## config.mk

```make
export PLATFORM = sky130hd
export DESIGN_NAME = axi_uart_tx_flat
export DESIGN_NICKNAME = d
export VERILOG_FILES = /design/src/soc_pkg.sv /design/src/axi_lite_if.sv /design/src/axi_uart_tx.sv /design/src/flat_wrapper.sv
export VERILOG_INCLUDE_DIRS = /design/src
export SDC_FILE = /design/constraint.sdc
export NUM_CORES = 1
export LEC_CHECK = 0
export BUFFER_PORTS_ARGS = -buffer_cell sky130_fd_sc_hd__buf_2
export CAP_MARGIN = 30
export CORE_ASPECT_RATIO = 0.9
export CORE_MARGIN = 3
export CORE_UTILIZATION = 31
export CTS_CLUSTER_SIZE = 12
export DETAILED_ROUTE_END_ITERATION = 8
export GPL_TIMING_DRIVEN = 0
export HOLD_SLACK_MARGIN = 0.06
export PLACE_DENSITY = 0.75
export SLEW_MARGIN = 20
export SYNTH_ARGS = -nofsm -noshare
export SYNTH_HDL_FRONTEND = slang
export SYNTH_SLANG_ARGS = --single-unit
```

## constraint.sdc

```tcl
create_clock -name clk_i -period 1.7 [get_ports clk_i]
set_input_delay 0.085 -clock clk_i [delete_from_list [all_inputs] [get_ports clk_i]]
set_output_delay 0.085 -clock clk_i [all_outputs]
set_load 0.05 [all_outputs]
```

## src/soc_cfg.svh

```systemverilog
`ifndef SOC_CFG_SVH
`define SOC_CFG_SVH

// Bus widths
`define DATA_W 32
// One strobe per byte lane
`define STRB_W 4

// Slave select field is addr[31:17]
`define SEL_LSB 17
`define SEL_RAM 0
`define SEL_UART 2

// On-chip RAM, 1 KiB
`define RAM_WORDS 256
// Word index width, log2 of RAM_WORDS
`define RAM_AW 8

// Serial bit period in clocks
`define UART_CLKS_PER_BIT 16

`endif

```

## src/soc_pkg.sv

```systemverilog
package soc_pkg;

	// AXI response codes
	typedef enum logic [1:0] {
		OKAY   = 2'b00,
		SLVERR = 2'b10,
		DECERR = 2'b11
	} axi_resp_e;

	// Decoded target of the address
	typedef enum logic [1:0] {
		SEL_NONE_T, // Unmapped, answered by decoder
		SEL_RAM_T,
		SEL_UART_T
	} slave_sel_e;

	// Bridge FSM
	typedef enum logic [1:0] {
		MST_IDLE,
		MST_READ,
		MST_WRITE
	} mst_state_e;

	// Transmitter FSM, one state per frame part
	typedef enum logic [1:0] {
		TX_IDLE,
		TX_START,
		TX_DATA,
		TX_STOP
	} uart_state_e;

endpackage

```

## src/axi_lite_if.sv

```systemverilog
`timescale 1ns/1ps
`include "soc_cfg.svh"

interface axi_lite_if;
	// Read address (AR)
	logic               arvalid;
	logic               arready;
	logic [`DATA_W-1:0] araddr;
	// Read data (R)
	logic               rvalid;
	logic               rready;
	logic [`DATA_W-1:0] rdata;
	soc_pkg::axi_resp_e rresp;
	// Write address (AW)
	logic               awvalid;
	logic               awready;
	logic [`DATA_W-1:0] awaddr;
	// Write data (W)
	logic               wvalid;
	logic               wready;
	logic [`DATA_W-1:0] wdata;
	logic [`STRB_W-1:0] wstrb;
	// Write response (B)
	logic               bvalid;
	logic               bready;
	soc_pkg::axi_resp_e bresp;

	modport mst (
		output arvalid, araddr, rready, awvalid, awaddr, wvalid, wdata, wstrb, bready,
		input  arready, rvalid, rdata, rresp, awready, wready, bvalid, bresp
	);

	modport slv (
		input  arvalid, araddr, rready, awvalid, awaddr, wvalid, wdata, wstrb, bready,
		output arready, rvalid, rdata, rresp, awready, wready, bvalid, bresp
	);
endinterface

```

## src/axi_uart_tx.sv

```systemverilog
`timescale 1ns/1ps
`include "soc_cfg.svh"

module axi_uart_tx (
	input  logic    clk_i,
	input  logic    rst_i,
	axi_lite_if.slv bus,
	output logic    tx_o
);

soc_pkg::uart_state_e                  state_q;
logic [$clog2(`UART_CLKS_PER_BIT)-1:0] baud_cnt_q;
logic [2:0]                            bit_idx_q;
logic [7:0]                            shift_q;   // LSB goes out first
logic                                  tx_q;
logic                                  busy, bit_end, idle_bus;
logic                                  rd_hs, wr_hs, start;

assign busy     = (state_q != soc_pkg::TX_IDLE);
assign bit_end  = (32'(baud_cnt_q) == `UART_CLKS_PER_BIT - 1);
assign idle_bus = !bus.rvalid && !bus.bvalid;

// Writes stall while a frame is on the line
assign bus.arready = idle_bus;
assign bus.awready = idle_bus && !busy && bus.wvalid;
assign bus.wready  = idle_bus && !busy && bus.awvalid;
assign bus.rresp   = soc_pkg::OKAY;

assign rd_hs = bus.arvalid && bus.arready;
assign wr_hs = bus.awvalid && bus.awready;
assign start = wr_hs && !bus.awaddr[2] && bus.wstrb[0]; // TX register, low byte
assign tx_o  = tx_q;

always_ff @(posedge clk_i) begin
	if (rst_i) begin
		state_q    <= soc_pkg::TX_IDLE;
		baud_cnt_q <= '0;
		bit_idx_q  <= '0;
		tx_q       <= 1'b1; // Line idles high
		bus.rvalid <= 1'b0;
		bus.bvalid <= 1'b0;
	end else begin
		if (rd_hs)
			bus.rvalid <= 1'b1;
		else if (bus.rready)
			bus.rvalid <= 1'b0;
		if (wr_hs)
			bus.bvalid <= 1'b1;
		else if (bus.bready)
			bus.bvalid <= 1'b0;
		if (busy)
			baud_cnt_q <= bit_end ? '0 : baud_cnt_q + 1'b1;
		case (state_q)
			soc_pkg::TX_IDLE: begin
				if (start) begin
					tx_q    <= 1'b0; // Start bit
					state_q <= soc_pkg::TX_START;
				end
			end
			soc_pkg::TX_START: begin
				if (bit_end) begin
					tx_q      <= shift_q[0];
					bit_idx_q <= '0;
					state_q   <= soc_pkg::TX_DATA;
				end
			end
			soc_pkg::TX_DATA: begin
				if (bit_end) begin
					if (bit_idx_q == 3'd7) begin
						tx_q    <= 1'b1; // Stop bit
						state_q <= soc_pkg::TX_STOP;
					end else begin
						tx_q      <= shift_q[1]; // Next bit after shift
						bit_idx_q <= bit_idx_q + 1'b1;
					end
				end
			end
			soc_pkg::TX_STOP: begin
				if (bit_end)
					state_q <= soc_pkg::TX_IDLE;
			end
			default: state_q <= soc_pkg::TX_IDLE;
		endcase
	end
end

always_ff @(posedge clk_i) begin
	if (start)
		shift_q <= bus.wdata[7:0];
	else if (state_q == soc_pkg::TX_DATA && bit_end)
		shift_q <= shift_q >> 1;
	if (rd_hs)
		bus.rdata <= bus.araddr[2] ? {{(`DATA_W-1){1'b0}}, busy} : '0; // Status or zero
	if (wr_hs)
		bus.bresp <= bus.awaddr[2] ? soc_pkg::SLVERR : soc_pkg::OKAY; // Status is read-only
end

// Registered line level agrees with FSM
assert property (@(posedge clk_i) disable iff (rst_i) state_q == soc_pkg::TX_IDLE |-> tx_o)
	else $error("axi_uart_tx: line low while idle");

endmodule

```

## src/flat_wrapper.sv

```systemverilog
// flat-port wrapper written by rule: the top's interface ports become plain ports
module axi_uart_tx_flat 
  (clk_i, rst_i, tx_o, bus_arvalid, bus_araddr, bus_rready, bus_awvalid, bus_awaddr, bus_wvalid, bus_wdata, bus_wstrb, bus_bready, bus_arready, bus_rvalid, bus_rdata, bus_rresp, bus_awready, bus_wready, bus_bvalid, bus_bresp);
  axi_lite_if bus_i ();
  input  logic clk_i;
  input  logic rst_i;
  output logic tx_o;
  input wire logic [$bits(bus_i.arvalid)-1:0] bus_arvalid;
  input wire logic [$bits(bus_i.araddr)-1:0] bus_araddr;
  input wire logic [$bits(bus_i.rready)-1:0] bus_rready;
  input wire logic [$bits(bus_i.awvalid)-1:0] bus_awvalid;
  input wire logic [$bits(bus_i.awaddr)-1:0] bus_awaddr;
  input wire logic [$bits(bus_i.wvalid)-1:0] bus_wvalid;
  input wire logic [$bits(bus_i.wdata)-1:0] bus_wdata;
  input wire logic [$bits(bus_i.wstrb)-1:0] bus_wstrb;
  input wire logic [$bits(bus_i.bready)-1:0] bus_bready;
  output wire logic [$bits(bus_i.arready)-1:0] bus_arready;
  output wire logic [$bits(bus_i.rvalid)-1:0] bus_rvalid;
  output wire logic [$bits(bus_i.rdata)-1:0] bus_rdata;
  output wire logic [$bits(bus_i.rresp)-1:0] bus_rresp;
  output wire logic [$bits(bus_i.awready)-1:0] bus_awready;
  output wire logic [$bits(bus_i.wready)-1:0] bus_wready;
  output wire logic [$bits(bus_i.bvalid)-1:0] bus_bvalid;
  output wire logic [$bits(bus_i.bresp)-1:0] bus_bresp;
  assign bus_i.arvalid = bus_arvalid;
  assign bus_i.araddr = bus_araddr;
  assign bus_i.rready = bus_rready;
  assign bus_i.awvalid = bus_awvalid;
  assign bus_i.awaddr = bus_awaddr;
  assign bus_i.wvalid = bus_wvalid;
  assign bus_i.wdata = bus_wdata;
  assign bus_i.wstrb = bus_wstrb;
  assign bus_i.bready = bus_bready;
  assign bus_arready = bus_i.arready;
  assign bus_rvalid = bus_i.rvalid;
  assign bus_rdata = bus_i.rdata;
  assign bus_rresp = bus_i.rresp;
  assign bus_awready = bus_i.awready;
  assign bus_wready = bus_i.wready;
  assign bus_bvalid = bus_i.bvalid;
  assign bus_bresp = bus_i.bresp;
  axi_uart_tx u_core (.clk_i(clk_i), .rst_i(rst_i), .bus(bus_i), .tx_o(tx_o));
endmodule
```

==> results.cfg, run 1 <==
[global_routing]
grt_max_degree = 14
grt.overflow.total = 0
grt_pass1_wl_um = 4280
antenna_found_initial = 0
grt_pass1_vias = 1008
track_usage = 0.0942

[critical_path]
crit_slowest_cell = dfxtp_4
cp_cell_sequence = inv_4, ha_4, and4bb_4, and2_4, mux2_2
endpoint_kind = flip-flop
path_max_fanout = 8
path_delay_family = simple AND/OR/NAND/NOR gates
regToRegEndpoint = u_core.shift_q[3]
reg2reg_depth = 5
worstSetupStartpointType = flip-flop
crit_type = reg2reg
r2r_slack_ns = 0.07
cp_num_buf_inv = 1
arrival_ns = 1.65
r2r_start = u_core.state_q[1]
worstPathRequired_ns = 1.72
cpPeakStageDelay_ns = 0.37

[cells_and_area]
nNetsFinal = 330
layout_commonest_cell = buf_4
area_delta_synth_final_pct = 35.7
drive_gt1_frac = 0.455
n_antenna_cell = 0
layout_common_cells = buf_4 (39), conb_1 (34), buf_2 (25), edfxtp_1 (10)

[floorplanning]
fp.dieArea_um2 = 5370
ioPinCount = 149
core_um2 = 4210
fp.dieH_um = 69.8
die-width_um = 76.9
rows = 22
initial_utilization = 0.333

[power]
power_leakage_nw = 0.932
max-vdd-ir-drop_v = 0.000602
power_density_nw_per_um2 = 977
total_power_mw = 1.86

[synthesis]
ys_types = 32
synth_top_family_by_area = buffers and inverters
synth_warnings = 0
async_flop_share = 0
syn_inst = 147
synth_edf_count = 10
synth-xor-area-share = 0.00624
synth-simple-area-share = 0.149
syn-cell-area_um2 = 1400
synth_fa_ha_area_frac = 0.0803
muxShareOfSynthArea = 0.0705
synth_largest_area_cell = edfxtp_1
synth-compound-area-share = 0.0919
ys_ff_latch = 22
synth_area_leaders = edfxtp_1 (21%), buf_4 (19%), dfxtp_1 (17%)
synth-main-ff-cell = dfxtp_1
yosysSeqAreaShare = 0.385
synth_top_area_frac = 0.214
postSynthAreaPerCell_um2 = 9.54

[cts]
cts_tree = built
clockRootBuffer = clkbuf_8
clockBufferDepth = 2
clk_pin_slew_ns = 0.08
cts_sinks = 22
cts_made_buffers = 3
clk_latency_ns = 0.26
htreeDepth = 1

[drt]
drt_iter0_markers = 22
wl_per_cell_um = 9.69
dr.pass1.iters = 4
via_per_inst = 3.95
wl_met1_um = 1120
dr_wl_met3_um = 135
drcViolationCount = 0
wl_um = 2650
ant_nets = 0
wl_met2_um = 1390
route.top_layer_used = met4
vias = 1079

[worst_hold_path]
hold_path_depth = 3
whs_endpoint = u_core.bus.bvalid
min_path_type = in2reg
hold_start = bus_bready

[timing]
whs_ns = 0.0865
fin_crit_ns = 1.63
drv_slew = 0
slew_headroom = 0.639
tightest_slew_ns = 0.542
finalCritPeriodShare = 0.961
fin_tns_setup_ns = 0
skew_ns = 0.00670
fmax_mhz = 612
finalHoldViolations = 0
finalSetupViolCount = 0

[run_status]
status = finished, final reports clean

[place]
place_hpwl_um = 1980
port_buffers = 25
routabilityCongestion = 0.805

[job]
maxCapViolCount = 0
==> worst reg2reg max path: cells and delay by family (launching register included) <==
kind          cells  cell delay (ns)
simple gates      2             0.46
flops             1             0.37
mux               1             0.34
fa+ha+maj         1             0.16
buf+inv           1             0.07
==> report_power, final <==
group          total [mW]  switching [mW]  internal (mW)
clock               0.481           0.167          0.314
combinational       0.744           0.481          0.263
sequential          0.635          0.0326          0.602
==> how the worst max path moves through the flow <==
| stage | depth (start not counted) | endpoint | slack (ns) | startpoint |
|---|---|---|---|---|
| after global placement | 7 | u_core.shift_q[7] | -0.14 | u_core.state_q[1] |
| final | 5 | u_core.shift_q[3] | 0.07 | u_core.state_q[1] |
| after floorplan | 7 | u_core.shift_q[0] | -0.17 | u_core.state_q[1] |
| after detailed placement | 7 | u_core.shift_q[5] | -0.18 | u_core.state_q[1] |
| after global routing | 7 | u_core.state_q[1] | -0.006 | u_core.state_q[0] |
| after CTS | 5 | u_core.shift_q[3] | 0.04 | u_core.state_q[1] |
==> cell families (layout without fill, tap and decap cells) <==
group / Yosys count / after routing
buffers and inverters: 44 / 77
AND/OR/NAND/NOR: 39 / 39
AO/OA/AOI/OAI: 22 / 22
flip-flops: 22 / 22
adder cells (fa/ha/maj): 9 / 9
multiplexers: 9 / 9
other: 1 / 34
XOR/XNOR: 1 / 1
==> layout make-up <==
cell class / count / area [um2]
buffer: 35 / 259
clock buffer: 3 / 41.3
clock inverter: 1 / 30.0
fill: 397 / 2310
inverter: 6 / 25.0
multi-input combinational: 114 / 741
sequential: 22 / 549
tap: 60 / 75.1
timing repair buffer: 32 / 183
==> per-layer routing <==
metal	up-vias	track usage
li1	566	-
met1	481	0.116
met2	30	0.169
met3	2	0.0156
met4	0	0.0241
met5	-	0
==> timing repair <==
action | 4_1_cts | 5_1_grt
pin swaps | 1 | 1
buffers inserted | 3 | 2
gates resized for setup | 5 | 8
hold buffers | 2 | 0
endpoints found under the setup margin | 17 | 9
endpoints found under the hold margin | 2 | 0
==> synthesized netlist by cell type, types with 2 or more instances <==
cell type   n
mux2i_1     2
a22oi_1     2
dfxtp_1    12
edfxtp_1   10
buf_4      36
inv_1       6
and2_1      3
and2b_1     2
o21ai_0     7
a21oi_1     8
ha_1        9
nand2_1     9
clkbuf_1    2
nor3_1      3
nand2b_1    2
mux2_2      7
and3_1      3
nor2_1     10
==> sequential cells by signal, summed over array words and instances, names as in the netlist <==
name and cells:
u_core.bit_idx_q 3, u_core.state_q 2, u_core.tx_o 1, u_core.bus.rdata 1, u_core.bus.bvalid 1, u_core.shift_q 8, u_core.baud_cnt_q 4, u_core.bus.bresp 1
u_core.bus.rvalid 1
==> metrics by stage <==
stage | util | instance area [um2] | cells | setup slack [ns]
global placement | 0.417 | 1760 | 265 | -0.145
floorplan | - | 1560 | 180 | -0.172
detailed placement | 0.417 | 1760 | 265 | -0.177
global route | 0.452 | 1900 | 273 | -0.00633
CTS | 0.442 | 1860 | 271 | 0.0365
finish | 0.452 | 1900 | 273 | 0.0655
Note: power is estimated with default switching activity, not from simulation.
==> run 2: changes to the inputs <==
Clock period 1.7 ns to 1.5 ns, I/O delays scaled along.
==> run 2 against run 1 <==
  * The flow now finishes with violations (setup timing)
  * Via count up 5.3%
  * Count of clock-buffer cells in the layout unchanged
  * Largest cell class unchanged
  * Global-route usage up 1.3 points
  * Clock power down 23%
  * Largest power group unchanged
  * Critical path depth up 2
  * Sequential power up 14%
  * Utilization up 2.9 points
  * Setup slack worse by 0.18 ns
  * Register-to-register slack worse by 0.18 ns
  * Combinational power up 33%
  * Clock skew down 0.0015 ns
  * Non-clock buffer count up 7
==> results.cfg, run 2 (synthesized netlist as in run 1, its figures left out) <==
[power]
total_power_mw = 2.09
power_leakage_nw = 0.990
power_density_nw_per_um2 = 1030
max-vdd-ir-drop_v = 0.000794

[critical_path]
r2r_start = u_core.state_q[1]
worstPathRequired_ns = 1.69
endpoint_kind = flip-flop
crit_type = reg2reg
worstSetupStartpointType = flip-flop
crit_start = u_core.state_q[1]
path_max_fanout = 2
arrival_ns = 1.81

[place]
place_inst = 265
placed_cell_area_um2 = 1800
post-place-ws_ns = -0.316
port_buffers = 25
place_hpwl_um = 2030
routabilityCongestion = 0.753

[run_status]
status = finished, violations left
failed_checks = setup timing

[drt]
dr.pass1.iters = 4
vias = 1136
ant_nets = 0
drcViolationCount = 0
drt_iter0_markers = 71
wl_um = 2990
wl_per_cell_um = 10.7
via_per_inst = 4.07

[cells_and_area]
layout_commonest_cell = buf_4
drive_gt1_frac = 0.493
top_register = u_core.shift_q
fill_cells = 405
reg_top3 = u_core.shift_q: 8 flops, u_core.baud_cnt_q: 4 flops, u_core.bit_idx_q: 3 flops
area_delta_synth_final_pct = 44.4
largest_register_ff_count = 8
n_antenna_cell = 0
layout_common_cells = buf_4 (46), conb_1 (34), buf_2 (24), edfxtp_1 (10), nor2_1 (9)
final_area_um2 = 2030
nNetsFinal = 337
final_cell_count_no_fill = 279

[global_routing]
track_usage = 0.107
grt_max_degree = 12
grt_pass1_vias = 1076
grt_pass1_wl_um = 4750
antenna_found_initial = 0
grt.overflow.total = 0

[floorplanning]
die-width_um = 76.9
initial_utilization = 0.333
core_um2 = 4210
fp.dieH_um = 69.8
ioPinCount = 149
fp.dieArea_um2 = 5370
rows = 22

[cts]
cts_made_buffers = 3
clockBufferDepth = 2
clk_pin_slew_ns = 0.08
clockRootBuffer = clkbuf_8
cts_sinks = 22
htreeDepth = 1
clk_latency_ns = 0.26
cts_tree = built

[timing]
drv_slew = 0
skew_ns = 0.00518
whs_ns = 0.0671
worst_slack_ns = -0.117
rsz0062_at_grt = true
finalCritPeriodShare = 1.08
fin_crit_ns = 1.62
fmax_mhz = 618
finalHoldViolations = 0
finalSetupViolCount = 17

[job]
maxCapViolCount = 0

[worst_hold_path]
hold_start = bus_bready
min_path_type = in2reg
## run 2: path summary, 6_finish.rpt
kind                       end  cells past startpoint  slack, ns
min reg2reg  u_core.bus.bvalid                      2       0.51
max                u_core.tx_o                      7      -0.12
max reg2reg        u_core.tx_o                      7      -0.12
min          u_core.bus.bvalid                      3       0.07
## run 2: cell type report
class / instances / area (um2) / area share
buffer: 35 / 259 / 0.128
clock buffer: 3 / 41.3 / 0.0204
multi-input combinational: 114 / 830 / 0.410
sequential: 22 / 552 / 0.272
tap: 60 / 75.1 / 0.0371
inverter: 6 / 27.5 / 0.0136
timing repair buffer: 39 / 241 / 0.119
## run 2: per-stage QoR
step | utilization | TNS (ns)
final | 0.481 | -1.04
after global placement | 0.428 | -4.11
after global routing | 0.481 | -1.95
after CTS | 0.470 | -1.11
after detailed placement | 0.428 | -4.69
after floorplan | - | -4.81
## run 2: worst max-delay path: stages (launching register included)
cell and delay [ns]:
dfxtp_4 0.37, inv_4 0.04, buf_4 0.14, ha_4 0.16
buf_4 0.13, or2_4 0.23, a211oi_2 0.24, mux2i_1 0.23
## run 2: layer usage
metal | share of wire | GRT usage | vias up
met5 | 0 | 0 | -
met4 | 0.010 | 0.0282 | 0
met3 | 0.079 | 0.0351 | 6
met2 | 0.50 | 0.184 | 45
met1 | 0.41 | 0.127 | 509
li1 | - | - | 576
## run 2: power by group
group | switching [mW] | total [mW] | internal (mW)
combinational | 0.611 | 0.992 | 0.381
sequential | 0.0424 | 0.727 | 0.684
clock | 0.191 | 0.370 | 0.179
total | 0.844 | 2.09 | 1.24
## run 2: what timing repair did
item / in CTS / in global routing
endpoints found under the hold margin: 2 / 0
hold buffers: 2 / 0
cloned: 0 / 0
resized for setup: 17 / 10
pin swaps: 7 / 6
buffers inserted: 11 / 1
endpoints found under the setup margin: 22 / 20
