**src/soc_cfg.svh**
```systemverilog
`ifndef SOC_CFG_SVH
`define SOC_CFG_SVH

// Bus widths
`define DATA_W 32
// One strobe per byte lane
`define STRB_W 4

// Slave select field is addr[31:17]
`define SEL_LSB 17
`define SEL_RAM 0
`define SEL_UART 2

// On-chip RAM, 1 KiB
`define RAM_WORDS 256
// Word index width, log2 of RAM_WORDS
`define RAM_AW 8

// Serial bit period in clocks
`define UART_CLKS_PER_BIT 16

`endif

```
**src/soc_pkg.sv**
```systemverilog
package soc_pkg;

	// AXI response codes
	typedef enum logic [1:0] {
		OKAY   = 2'b00,
		SLVERR = 2'b10,
		DECERR = 2'b11
	} axi_resp_e;

	// Decoded target of the address
	typedef enum logic [1:0] {
		SEL_NONE_T, // Unmapped, answered by decoder
		SEL_RAM_T,
		SEL_UART_T
	} slave_sel_e;

	// Bridge FSM
	typedef enum logic [1:0] {
		MST_IDLE,
		MST_READ,
		MST_WRITE
	} mst_state_e;

	// Transmitter FSM, one state per frame part
	typedef enum logic [1:0] {
		TX_IDLE,
		TX_START,
		TX_DATA,
		TX_STOP
	} uart_state_e;

endpackage

```
**src/axi_lite_if.sv**
```systemverilog
`timescale 1ns/1ps
`include "soc_cfg.svh"

interface axi_lite_if;
	// Read address (AR)
	logic               arvalid;
	logic               arready;
	logic [`DATA_W-1:0] araddr;
	// Read data (R)
	logic               rvalid;
	logic               rready;
	logic [`DATA_W-1:0] rdata;
	soc_pkg::axi_resp_e rresp;
	// Write address (AW)
	logic               awvalid;
	logic               awready;
	logic [`DATA_W-1:0] awaddr;
	// Write data (W)
	logic               wvalid;
	logic               wready;
	logic [`DATA_W-1:0] wdata;
	logic [`STRB_W-1:0] wstrb;
	// Write response (B)
	logic               bvalid;
	logic               bready;
	soc_pkg::axi_resp_e bresp;

	modport mst (
		output arvalid, araddr, rready, awvalid, awaddr, wvalid, wdata, wstrb, bready,
		input  arready, rvalid, rdata, rresp, awready, wready, bvalid, bresp
	);

	modport slv (
		input  arvalid, araddr, rready, awvalid, awaddr, wvalid, wdata, wstrb, bready,
		output arready, rvalid, rdata, rresp, awready, wready, bvalid, bresp
	);
endinterface

```
**src/axi_master.sv**
```systemverilog
`timescale 1ns/1ps
`include "soc_cfg.svh"

module axi_master (
	input  logic               clk_i,
	input  logic               rst_i,
	// Host handshake
	input  logic               hs_read_i,
	input  logic               hs_write_i,
	input  logic [`DATA_W-1:0] hs_addr_i,
	input  logic [`DATA_W-1:0] hs_data_i,
	input  logic [`STRB_W-1:0] hs_byte_sel_i,
	output logic               hs_ready_o,
	output logic [`DATA_W-1:0] hs_data_o,
	output soc_pkg::axi_resp_e hs_resp_o,
	// AXI-Lite side
	axi_lite_if.mst            bus
);

soc_pkg::mst_state_e state_q;

// Response channels always ready while waiting
assign bus.rready = (state_q == soc_pkg::MST_READ);
assign bus.bready = (state_q == soc_pkg::MST_WRITE);

always_ff @(posedge clk_i) begin
	if (rst_i) begin
		state_q     <= soc_pkg::MST_IDLE;
		bus.arvalid <= 1'b0;
		bus.awvalid <= 1'b0;
		bus.wvalid  <= 1'b0;
		hs_ready_o  <= 1'b0;
	end else begin
		hs_ready_o <= 1'b0; // Single-cycle pulse
		case (state_q)
			soc_pkg::MST_IDLE: begin
				if (hs_read_i) begin
					bus.arvalid <= 1'b1;
					state_q     <= soc_pkg::MST_READ;
				end else if (hs_write_i) begin
					bus.awvalid <= 1'b1; // AW and W raised together
					bus.wvalid  <= 1'b1;
					state_q     <= soc_pkg::MST_WRITE;
				end
			end
			soc_pkg::MST_READ: begin
				if (bus.arready)
					bus.arvalid <= 1'b0; // AR taken
				if (bus.rvalid) begin
					hs_ready_o <= 1'b1;
					state_q    <= soc_pkg::MST_IDLE;
				end
			end
			soc_pkg::MST_WRITE: begin
				if (bus.awready)
					bus.awvalid <= 1'b0;
				if (bus.wready)
					bus.wvalid <= 1'b0;
				if (bus.bvalid) begin
					hs_ready_o <= 1'b1;
					state_q    <= soc_pkg::MST_IDLE;
				end
			end
			default: state_q <= soc_pkg::MST_IDLE;
		endcase
	end
end

// Request payload follows the host while idle and freezes once a strobe is taken
always_ff @(posedge clk_i) begin
	if (state_q == soc_pkg::MST_IDLE) begin
		bus.araddr <= hs_addr_i;
		bus.awaddr <= hs_addr_i;
		bus.wdata  <= hs_data_i;
		bus.wstrb  <= hs_byte_sel_i;
	end
	if (bus.rvalid && bus.rready) begin
		hs_data_o <= bus.rdata;
		hs_resp_o <= bus.rresp;
	end
	if (bus.bvalid && bus.bready)
		hs_resp_o <= bus.bresp; // Read data left as is
end

// Host drives one strobe at a time
assert property (@(posedge clk_i) disable iff (rst_i) !(hs_read_i && hs_write_i))
	else $error("axi_master: read and write strobe together");

endmodule

```
**src/flat_wrapper.sv**
```systemverilog
// flat-port wrapper written by rule: the top's interface ports become plain ports
module axi_master_flat 
  (clk_i, rst_i, hs_read_i, hs_write_i, hs_addr_i, hs_data_i, hs_byte_sel_i, hs_ready_o, hs_data_o, hs_resp_o, bus_arvalid, bus_araddr, bus_rready, bus_awvalid, bus_awaddr, bus_wvalid, bus_wdata, bus_wstrb, bus_bready, bus_arready, bus_rvalid, bus_rdata, bus_rresp, bus_awready, bus_wready, bus_bvalid, bus_bresp);
  axi_lite_if bus_i ();
  input  logic clk_i;
  input  logic rst_i;
  input  logic hs_read_i;
  input  logic hs_write_i;
  input  logic [`DATA_W-1:0] hs_addr_i;
  input  logic [`DATA_W-1:0] hs_data_i;
  input  logic [`STRB_W-1:0] hs_byte_sel_i;
  output logic hs_ready_o;
  output logic [`DATA_W-1:0] hs_data_o;
  output soc_pkg::axi_resp_e hs_resp_o;
  output wire logic [$bits(bus_i.arvalid)-1:0] bus_arvalid;
  output wire logic [$bits(bus_i.araddr)-1:0] bus_araddr;
  output wire logic [$bits(bus_i.rready)-1:0] bus_rready;
  output wire logic [$bits(bus_i.awvalid)-1:0] bus_awvalid;
  output wire logic [$bits(bus_i.awaddr)-1:0] bus_awaddr;
  output wire logic [$bits(bus_i.wvalid)-1:0] bus_wvalid;
  output wire logic [$bits(bus_i.wdata)-1:0] bus_wdata;
  output wire logic [$bits(bus_i.wstrb)-1:0] bus_wstrb;
  output wire logic [$bits(bus_i.bready)-1:0] bus_bready;
  input wire logic [$bits(bus_i.arready)-1:0] bus_arready;
  input wire logic [$bits(bus_i.rvalid)-1:0] bus_rvalid;
  input wire logic [$bits(bus_i.rdata)-1:0] bus_rdata;
  input wire logic [$bits(bus_i.rresp)-1:0] bus_rresp;
  input wire logic [$bits(bus_i.awready)-1:0] bus_awready;
  input wire logic [$bits(bus_i.wready)-1:0] bus_wready;
  input wire logic [$bits(bus_i.bvalid)-1:0] bus_bvalid;
  input wire logic [$bits(bus_i.bresp)-1:0] bus_bresp;
  assign bus_arvalid = bus_i.arvalid;
  assign bus_araddr = bus_i.araddr;
  assign bus_rready = bus_i.rready;
  assign bus_awvalid = bus_i.awvalid;
  assign bus_awaddr = bus_i.awaddr;
  assign bus_wvalid = bus_i.wvalid;
  assign bus_wdata = bus_i.wdata;
  assign bus_wstrb = bus_i.wstrb;
  assign bus_bready = bus_i.bready;
  assign bus_i.arready = bus_arready;
  assign bus_i.rvalid = bus_rvalid;
  assign bus_i.rdata = bus_rdata;
  assign bus_i.rresp = bus_rresp;
  assign bus_i.awready = bus_awready;
  assign bus_i.wready = bus_wready;
  assign bus_i.bvalid = bus_bvalid;
  assign bus_i.bresp = bus_bresp;
  axi_master u_core (.clk_i(clk_i), .rst_i(rst_i), .hs_read_i(hs_read_i), .hs_write_i(hs_write_i), .hs_addr_i(hs_addr_i), .hs_data_i(hs_data_i), .hs_byte_sel_i(hs_byte_sel_i), .hs_ready_o(hs_ready_o), .hs_data_o(hs_data_o), .hs_resp_o(hs_resp_o), .bus(bus_i));
endmodule
```
**config.mk**
```make
export PLATFORM = sky130hd
export DESIGN_NAME = axi_master_flat
export DESIGN_NICKNAME = d
export VERILOG_FILES = /design/src/soc_pkg.sv /design/src/axi_lite_if.sv /design/src/axi_master.sv /design/src/flat_wrapper.sv
export VERILOG_INCLUDE_DIRS = /design/src
export SDC_FILE = /design/constraint.sdc
export NUM_CORES = 1
export LEC_CHECK = 0
export BUFFER_PORTS_ARGS = -buffer_cell sky130_fd_sc_hd__buf_2
export CAP_MARGIN = 30
export CORE_AREA = 2 2 97 99
export CTS_BUF_LIST = sky130_fd_sc_hd__clkbuf_2
export DETAILED_ROUTE_END_ITERATION = 8
export DIE_AREA = 0 0 99 101
export PLACE_DENSITY_LB_ADDON = 0.25
export SYNTH_ARGS = -nofsm -noshare
export SYNTH_HDL_FRONTEND = slang
export SYNTH_SLANG_ARGS = --single-unit
```
**constraint.sdc**
```tcl
create_clock -name clk_i -period 7.4 [get_ports clk_i]
set_input_delay 1.48 -clock clk_i [delete_from_list [all_inputs] [get_ports clk_i]]
set_output_delay 1.48 -clock clk_i [all_outputs]
set_load 0.03 [all_outputs]
```
==> results of run 1 <==
==> how the worst min path moves through the flow <==
stage	slack [ns]	to	start
floorplan	0.47	u_core.state_q[1]	u_core.state_q[1]
global placement	0.46	u_core.bus.wvalid	u_core.bus.wvalid
CTS	0.49	u_core.bus.wvalid	u_core.bus.wvalid
finish	0.49	u_core.bus.wvalid	u_core.bus.wvalid
detailed placement	0.46	u_core.bus.wvalid	u_core.bus.wvalid
global route	0.52	u_core.bus.wvalid	u_core.bus.wvalid
==> synth_stat cells <==
cell type and n:
or3_1 1, nand2_1 2, inv_1 4, mux2i_1 3, nor2b_1 2, nand2b_1 4
a221oi_1 2, mux2_2 2, or4_1 1, dfxtp_1 6, ha_1 6, o31ai_1 2
a21oi_1 3, buf_4 32, mux2_1 1, and3b_1 1, a311oi_1 1, and2_1 1
edfxtp_1 102, or2_2 1, nor2b_4 1, nor3b_1 1
==> layout make-up <==
class,instances,area [um2],area share
clock buffer,10,50.05,0.009940
clock inverter,6,70.07,0.01392
inverter,4,15.01,0.002982
multi-input combinational,35,309.0,0.06138
sequential,108,3183,0.6322
tap,111,138.9,0.02758
timing repair buffer,253,1269,0.2520
==> power groups by stage <==
stage	Sequential, mW	Clock [mW]	Combinational [mW]
after floorplan	0.915	0	0.125
after global placement	0.783	0	0.349
after detailed placement	0.786	0	0.350
after CTS	0.772	0.289	0.351
after global routing	0.779	0.307	0.364
final	0.771	0.277	0.346
==> cell families (layout without fill, tap and decap cells) <==
kind of cell	count (synthesis)	after routing	synth area share
flops	108	108	0.8523
buf+inv	36	273	0.06834
simple gates	15	15	0.02714
compound gates	8	8	0.01507
fa+ha+maj	6	6	0.02010
mux	6	6	0.01709
==> registers in the layout, summed over array words and instances, names as in the netlist <==
register            cells
u_core.bus.araddr      32
u_core.hs_data_o       32
u_core.state_q          2
u_core.bus.wstrb        4
u_core.bus.arvalid      1
u_core.hs_resp_o        2
u_core.bus.wdata       32
u_core.hs_ready_o       1
u_core.bus.wvalid       1
u_core.bus.awvalid      1
==> layer usage <==
metal | wire length [um] | up-vias | GRT usage
li1 | - | 1109 | -
met2 | 4745 | 121 | 0.2838
met1 | 2987 | 1120 | 0.1670
met5 | 0 | - | 0
met3 | 690 | 18 | 0.04924
met4 | 184 | 0 | 0.07376
==> critical path, stage by stage (launching register included) <==
cell     delay [ns]
dfxtp_1        0.40
inv_1          0.17
ha_1           0.25
buf_2          0.22
==> through the flow <==
step / util / hold slack (ns) / cells / total power [mW]
global placement: 0.5475 / 0.4570 / 511 / 1.132
global route: 0.5608 / 0.5182 / 527 / 1.450
detailed placement: 0.5475 / 0.4616 / 511 / 1.136
finish: 0.5608 / 0.4896 / 527 / 1.395
floorplan: - / 0.4708 / 179 / 1.040
CTS: 0.5608 / 0.4914 / 527 / 1.411
==> results.json, run 1 <==
{
  "synthDominantCellAreaShare": 0.8201,
  "rr_startpoint": "u_core.state_q[1]",
  "status": "finished, final reports clean",
  "whs_path_depth": 2,
  "drt_iter0_drc": 78,
  "final_common_cell": "buf_2",
  "syn-cell-area_mm2": 0.003735,
  "final_cell_mix": "252 x buf_2, 102 x edfxtp_1, 10 x clkbuf_2, 6 x dfxtp_1, 5 x ha_1",
  "yosys.area.top_type": "edfxtp_1",
  "nFillCells": 759,
  "grt_pass1_vias": 2252,
  "yosys_register_bits": 108,
  "p_leak_nw": 2.270,
  "io_buffers": 252,
  "h-tree-depth": 3,
  "die_w_um": 99,
  "hold_viol": 0,
  "p_seq_frac": 0.553,
  "wirelength_um": 8607,
  "rsz0062_at_grt": "no",
  "worstHoldPathType": "reg -> reg",
  "period_needed_ns": 3.038,
  "viasPerCell": 4.493,
  "slew_headroom": 0.3567,
  "cts_setup_buffers": 0,
  "critical_path.endpoint_type": "primary output",
  "dp_hpwl_um": 6622,
  "cts_made_buffers": 9,
  "max-cap-violations": 0,
  "seq_area_frac_synth": 0.8523,
  "period_share": 0.4106,
  "synth_cell_types": 22,
  "place_area_mm2": 0.004915,
  "synth_nets": 298,
  "r2r_slack_ns": 5.45,
  "ios": 253,
  "p_int_uw": 924.8,
  "stdcell_area_mm2": 0.005035,
  "drc": 0,
  "worstSetupStartpointType": "flop",
  "start_util": 0.4160,
  "drive_gt1_frac": 0.6563,
  "num_vias": 2368,
  "antenna_cells": 0,
  "power_switching_uw": 470.2,
  "arrival_ns": 1.56,
  "gp_congestion": 0.8153,
  "crit_end": "bus_bready",
  "cp_max_fo": 4,
  "switching_share": 0.3371,
  "ctsHoldBuffers": 0,
  "r2r-end": "u_core.state_q[1]",
  "fin_nets": 530,
  "grt_max_degree": 74,
  "skew_ns": 0.03564,
  "tightest_slew_ns": 0.9650,
  "critPathLaunch": "u_core.state_q[0]",
  "clock_latency_ns": 0.56,
  "cts_buffer_depth": 2,
  "grt_first_pass_wirelength_um": 11670,
  "timing.final.max_slew_violations": 0,
  "synth_area_per_cell_um2": 20.86,
  "rows": 35,
  "area_growth_pct": 34.81,
  "cts_tree": "yes",
  "coreArea_mm2": 0.008977,
  "grt_usage": 0.1571,
  "antenna_found_initial": 0,
  "peakVddDrop_uv": 114.6,
  "combPwrFrac": 0.248,
  "dieArea_mm2": 0.009999,
  "first_pass_iters": 4,
  "drtAntennaViolNets": 0,
  "die_y_um": 101,
  "layout_setup_ws_ns": 4.362,
  "synth_warnings": 0,
  "cts.sinks": 108,
  "syn-instance-count": 179,
  "final.setup.tns_ns": 0,
  "wl_per_cell_um": 16.33,
  "ff2ff_path_depth": 5,
  "dpl_worst_slack_ns": 4.818,
  "overflow": 0,
  "fmax_mhz": 329.1,
  "cp.required_ns": 5.92,
  "ys_top_cells_by_area": "edfxtp_1 82%, buf_4 6.4%, dfxtp_1 3.2%",
  "setup_violations": 0,
  "clk_pin_slew_ns": 0.26,
  "clkPwrFrac": 0.199,
  "cts_resized": 0,
  "p_per_area_mw_per_mm2": 277.1,
  "crit_type": "reg -> out",
  "root_buffer": "clkbuf_2"
}
Note: power is estimated with default switching activity, not from simulation.
==> run 2: changes to the inputs <==
--- a/config.mk
+++ b/config.mk
@@ -8,10 +8,9 @@
 export LEC_CHECK = 0
 export BUFFER_PORTS_ARGS = -buffer_cell sky130_fd_sc_hd__buf_2
 export CAP_MARGIN = 30
-export CORE_AREA = 2 2 97 99
+export CORE_UTILIZATION = 39
 export CTS_BUF_LIST = sky130_fd_sc_hd__clkbuf_2
 export DETAILED_ROUTE_END_ITERATION = 8
-export DIE_AREA = 0 0 99 101
 export PLACE_DENSITY_LB_ADDON = 0.25
 export SYNTH_ARGS = -nofsm -noshare
 export SYNTH_HDL_FRONTEND = slang
==> constraint.sdc (replaced) <==
create_clock -name clk_i -period 2.4 [get_ports clk_i]
set_input_delay 0.48 -clock clk_i [delete_from_list [all_inputs] [get_ports clk_i]]
set_output_delay 0.48 -clock clk_i [all_outputs]
set_load 0.03 [all_outputs]
==> run 2 against run 1 <==
Routed wire length down 0.84%. Sequential power rose to 3.1 times the previous value. Highest routed layer is now met5. Setup slack worse by 4.1 ns. Largest power group unchanged. Sequential share of layout area down 5.6 points. First-iteration DRC count down 24%. Clock skew up 0.0017 ns.
==> results.json, run 2 (synthesized netlist as in run 1, its figures left out) <==
{
  "status": "finished, final reports clean",
  "cp.required_ns": 1.92,
  "period_needed_ns": 2.092,
  "drc": 0,
  "hold_viol": 0,
  "timing.final.max_slew_violations": 0,
  "final_common_cell": "buf_2",
  "drt_iter0_drc": 59,
  "slowest_delay_ns": 0.41,
  "area_growth_pct": 47.84,
  "p_leak_nw": 2.469,
  "die_y_um": 99.86,
  "fin_nets": 576,
  "dieArea_mm2": 0.009972,
  "cts_tree": "yes",
  "clock_latency_ns": 0.54,
  "overflow": 0,
  "slowest_stage": "dfxtp_1",
  "cp_max_fo": 4,
  "dpl_worst_slack_ns": 0.5127,
  "crit_family": "flip-flops",
  "setup_violations": 0,
  "antenna_cells": 0,
  "crit_type": "reg -> out",
  "p_per_area_mw_per_mm2": 791.7,
  "cts_buffer_depth": 2,
  "start_util": 0.4042,
  "path_buf_inv": 2,
  "coreArea_mm2": 0.009240,
  "worstSetupStartpointType": "flop",
  "h-tree-depth": 3,
  "io_buffers": 252,
  "cts.sinks": 108,
  "fmax_mhz": 478.0,
  "period_share": 0.8717,
  "min_from": "hs_addr_i[31]",
  "wl_per_cell_um": 14.44,
  "rsz0062_at_grt": "no",
  "max-cap-violations": 0,
  "grt_pass1_vias": 2194,
  "path_cells": "inv_1, ha_1, buf_2",
  "root_buffer": "clkbuf_2",
  "rr_startpoint": "u_core.state_q[0]",
  "die_w_um": 99.86,
  "gp_congestion": 0.7930,
  "cts_setup_buffers": 0,
  "num_vias": 2508,
  "min_to": "u_core.bus.araddr[31]",
  "cts_resized": 0,
  "cts_made_buffers": 9,
  "clk_pin_slew_ns": 0.32,
  "viasPerCell": 4.244,
  "drive_gt1_frac": 0.5952,
  "grt_max_degree": 51,
  "grt_first_pass_wirelength_um": 10990,
  "r2r-end": "u_core.bus.wdata[1]",
  "first_pass_iters": 4,
  "arrival_ns": 1.61,
  "grt_usage": 0.1508,
  "tightest_slew_ns": 0.6510,
  "slew_headroom": 0.5660,
  "drtAntennaViolNets": 0,
  "ff2ff_path_depth": 3,
  "antenna_found_initial": 1,
  "final.setup.tns_ns": 0,
  "rows": 35,
  "wirelength_um": 8535,
  "ios": 253,
  "final_cell_mix": "252 x buf_2, 102 x edfxtp_1, 45 x dlygate4sd3_1, 9 x clkbuf_2, 6 x dfxtp_1",
  "peakVddDrop_uv": 326.1,
  "whs_path_depth": 1,
  "r2r_slack_ns": 0.49,
  "skew_ns": 0.03736,
  "biggestRegsByFlops": "u_core.bus.araddr x32, u_core.bus.wdata x32, u_core.hs_data_o x32",
  "layout_setup_ws_ns": 0.3079,
  "critical_path.endpoint_type": "primary output",
  "worstHoldPathType": "in -> reg"
}
run 2: cell types whose count changed in the layout (fill, tap and decap cells not counted):
cell,previous run,this run
dlygate4sd3_1,0,45
clkinv_4,0,2
buf_4,1,2
clkbuf_2,10,9
clkinv_1,1,0
clkinv_2,0,1
clkinvlp_4,1,0
run 2: area by class of cell:
class,instances,area (um2)
clock inverter,7,81.33
timing repair buffer,299,1727
multi-input combinational,35,309.0
inverter,4,15.01
clock buffer,9,45.04
sequential,108,3183
fill,726,3719
tap,129,161.4
run 2: worst max path at each step:
stage                            end               from  depth (start not counted)
2_1_floorplan      u_core.state_q[0]  u_core.state_q[0]                          5
3_3_place_gp   u_core.bus.araddr[17]  u_core.state_q[0]                          3
3_5_place_dp   u_core.bus.araddr[17]  u_core.state_q[0]                          3
4_1_cts                   bus_bready  u_core.state_q[0]                          3
5_1_grt                   bus_bready  u_core.state_q[0]                          3
6_report                  bus_bready  u_core.state_q[0]                          3
run 2: layer usage:
| metal | vias to the layer above | share of wire | global-route usage | wire (um) |
|---|---|---|---|---|
| li1 | 1197 | - | - | - |
| met1 | 1155 | 0.37 | 0.1585 | 3138 |
| met2 | 133 | 0.53 | 0.2721 | 4560 |
| met3 | 21 | 0.065 | 0.04039 | 559 |
| met4 | 2 | 0.031 | 0.08597 | 263 |
| met5 | - | 0.0015 | 0 | 13 |
run 2: report_power, final:
part           internal (mW)  total (mW)  leakage (nW)  switching [mW]
Sequential              2.31        2.37          1.05          0.0644
Clock                  0.260       0.873        0.0788           0.612
Combinational          0.333        1.13          1.34           0.792
Total                   2.90        4.37          2.47            1.47
run 2: repair_timing:
item / CTS / global route
endpoints found under the hold margin: 0 / 45
setup endpoints to repair: 0 / 0
hold buffers: 0 / 45
run 2: per-stage QoR:
step / hold WS, ns / util / std cells / power (mW) / instance area [um2]
floorplan: 0.4708 / - / 179 / 3.202 / 3737
finish: 0.06169 / 0.5976 / 591 / 4.371 / 5522
global route: 0.001768 / 0.5976 / 591 / 4.551 / 5522
CTS: 0.0002057 / 0.5488 / 546 / 4.363 / 5071
global placement: 0.4594 / 0.5351 / 530 / 3.481 / 4945
detailed placement: 0.4701 / 0.5351 / 530 / 3.495 / 4945
run 2: worst reg2reg max path, cell delays in order, from the launching register on:
cell and delay (ns):
dfxtp_1 0.41, inv_1 0.17, ha_4 0.60, buf_4 0.42
==> run 3: changes to the inputs <==
--- a/config.mk
+++ b/config.mk
@@ -8,9 +8,10 @@
 export LEC_CHECK = 0
 export BUFFER_PORTS_ARGS = -buffer_cell sky130_fd_sc_hd__buf_2
 export CAP_MARGIN = 30
-export CORE_UTILIZATION = 39
+export CORE_AREA = 2 2 97 99
 export CTS_BUF_LIST = sky130_fd_sc_hd__clkbuf_2
 export DETAILED_ROUTE_END_ITERATION = 8
+export DIE_AREA = 0 0 99 101
 export PLACE_DENSITY_LB_ADDON = 0.25
 export SYNTH_ARGS = -nofsm -noshare
 export SYNTH_HDL_FRONTEND = slang
==> constraint.sdc (replaced) <==
create_clock -name clk_i -period 2 [get_ports clk_i]
set_input_delay 0.4 -clock clk_i [delete_from_list [all_inputs] [get_ports clk_i]]
set_output_delay 0.4 -clock clk_i [all_outputs]
set_load 0.03 [all_outputs]
==> run 3 against run 2 <==
Clock-buffer cell count stayed put. Critical path depth stayed put. Non-clock buffer count is 57 higher. Global-route usage is 3.8 points higher. Worst hold slack better by 0.071 ns. Final cell count is 6.8% higher. Combinational power is 29% higher. Sequential share of layout area is 5.4 points lower. Via count is 11% higher. Power is 23% higher. Setup slack worse by 0.19 ns. Critical endpoint is now bus_rready. Largest cell class unchanged. Highest routed layer is now met4.
==> results.json, run 3 (synthesized netlist as in run 1, its figures left out) <==
{
  "cp_max_fo": 4,
  "die_y_um": 101,
  "biggestRegsByFlops": "u_core.bus.araddr x32, u_core.bus.wdata x32, u_core.hs_data_o x32",
  "dieArea_mm2": 0.009999,
  "coreArea_mm2": 0.008977,
  "grt_usage": 0.1892,
  "cts_tree": "yes",
  "num_vias": 2781,
  "final.setup.tns_ns": 0,
  "drt_iter0_drc": 92,
  "clk_pin_slew_ns": 0.28,
  "setup_violations": 0,
  "die_w_um": 99,
  "skew_ns": 0.02214,
  "peakVddDrop_uv": 402.3,
  "fin_nets": 633,
  "cp.required_ns": 1.60,
  "layout_setup_ws_ns": 0.1148,
  "period_needed_ns": 1.885,
  "status": "finished, final reports clean",
  "max-cap-violations": 0,
  "area_growth_pct": 63.45,
  "cts_made_buffers": 9,
  "dpl_worst_slack_ns": 0.3377,
  "start_util": 0.4160,
  "cts_buffer_depth": 2,
  "slew_headroom": 0.6816,
  "h-tree-depth": 3,
  "final_common_cell": "buf_2",
  "root_buffer": "clkbuf_2",
  "drive_gt1_frac": 0.5414,
  "hold_viol": 0,
  "clock_latency_ns": 0.54,
  "grt_first_pass_wirelength_um": 14150,
  "crit_type": "reg -> out",
  "viasPerCell": 4.407,
  "dp_hpwl_um": 6690,
  "whs_path_depth": 2,
  "ios": 253,
  "grt_pass1_vias": 2859,
  "wirelength_um": 9793,
  "period_share": 0.9426,
  "rows": 35,
  "wl_per_cell_um": 15.52,
  "final_cell_mix": "250 x buf_2, 102 x edfxtp_1, 101 x dlygate4sd3_1, 9 x clkbuf_2",
  "final_cells": 631,
  "tightest_slew_ns": 0.4776,
  "arrival_ns": 1.49,
  "critical_path.endpoint_type": "primary output",
  "overflow": 0,
  "grt_max_degree": 37,
  "p_leak_nw": 2.710,
  "fmax_mhz": 530.4,
  "gp_congestion": 0.7490,
  "io_buffers": 252,
  "worstHoldPathType": "in -> reg",
  "worstSetupStartpointType": "flop",
  "ff2ff_path_depth": 5,
  "antenna_found_initial": 1,
  "cts.sinks": 108,
  "first_pass_iters": 4,
  "dp.cells": 513,
  "drtAntennaViolNets": 0,
  "drc": 0,
  "timing.final.max_slew_violations": 0,
  "p_per_area_mw_per_mm2": 877.7
}
==> run 3: final timing paths <==
path / startpoint / to / slack [ns]
worst min-delay path: bus_bresp[0] / u_core.hs_resp_o[0] / 0.13
worst max-delay path: u_core.state_q[1] / bus_rready / 0.11
worst max register to register: u_core.state_q[1] / u_core.state_q[1] / 0.38
worst min register to register: u_core.bus.wvalid / u_core.bus.wvalid / 0.50
==> run 3: power by group <==
group / switching [mW] / leakage (nW) / total (mW) / internal [mW]
clock: 0.733 / 0.0777 / 1.04 / 0.310
combinational: 0.980 / 1.58 / 1.46 / 0.478
sequential: 0.0841 / 1.05 / 2.86 / 2.77
==> run 3: worst max-delay path, stage by stage (launching register included) <==
cell and delay [ns]:
dfxtp_4 0.43, inv_2 0.10, ha_1 0.20, clkbuf_4 0.21
==> run 3: cell type report <==
type	instances	area, um2
inverter	4	15.01
timing repair buffer	356	2312
multi-input combinational	35	321.6
clock buffer	9	45.04
clock inverter	7	78.83
antenna	1	2.502
fill	639	2873
tap	111	138.9
sequential	108	3191
==> run 3: routing by layer <==
metal,share of wire,vias up,wire length [um],global-route usage
li1,-,1314,-,-
met1,0.34,1295,3327,0.1939
met2,0.56,141,5451,0.3550
met3,0.067,31,656,0.03883
met4,0.036,0,357,0.1096
met5,0,-,0,0
==> run 3: stage by stage <==
stage	utilization	total power [mW]	instance area, um2	hold slack, ns
final	0.6800	5.358	6105	0.1331
after global routing	0.6800	5.593	6105	0.04173
after CTS	0.6764	5.402	6072	0.007075
after detailed placement	0.5505	4.205	4942	0.4677
after global placement	0.5505	4.185	4942	0.4609
after floorplan	-	3.847	3747	0.4691
==> run 3: timing repair <==
action                                 CTS  global route
hold buffers                           100             1
setup buffers                            0             0
resized for setup                        4             6
endpoints found under the hold margin  100             3
cloned                                   0             0
setup endpoints to repair                2             2
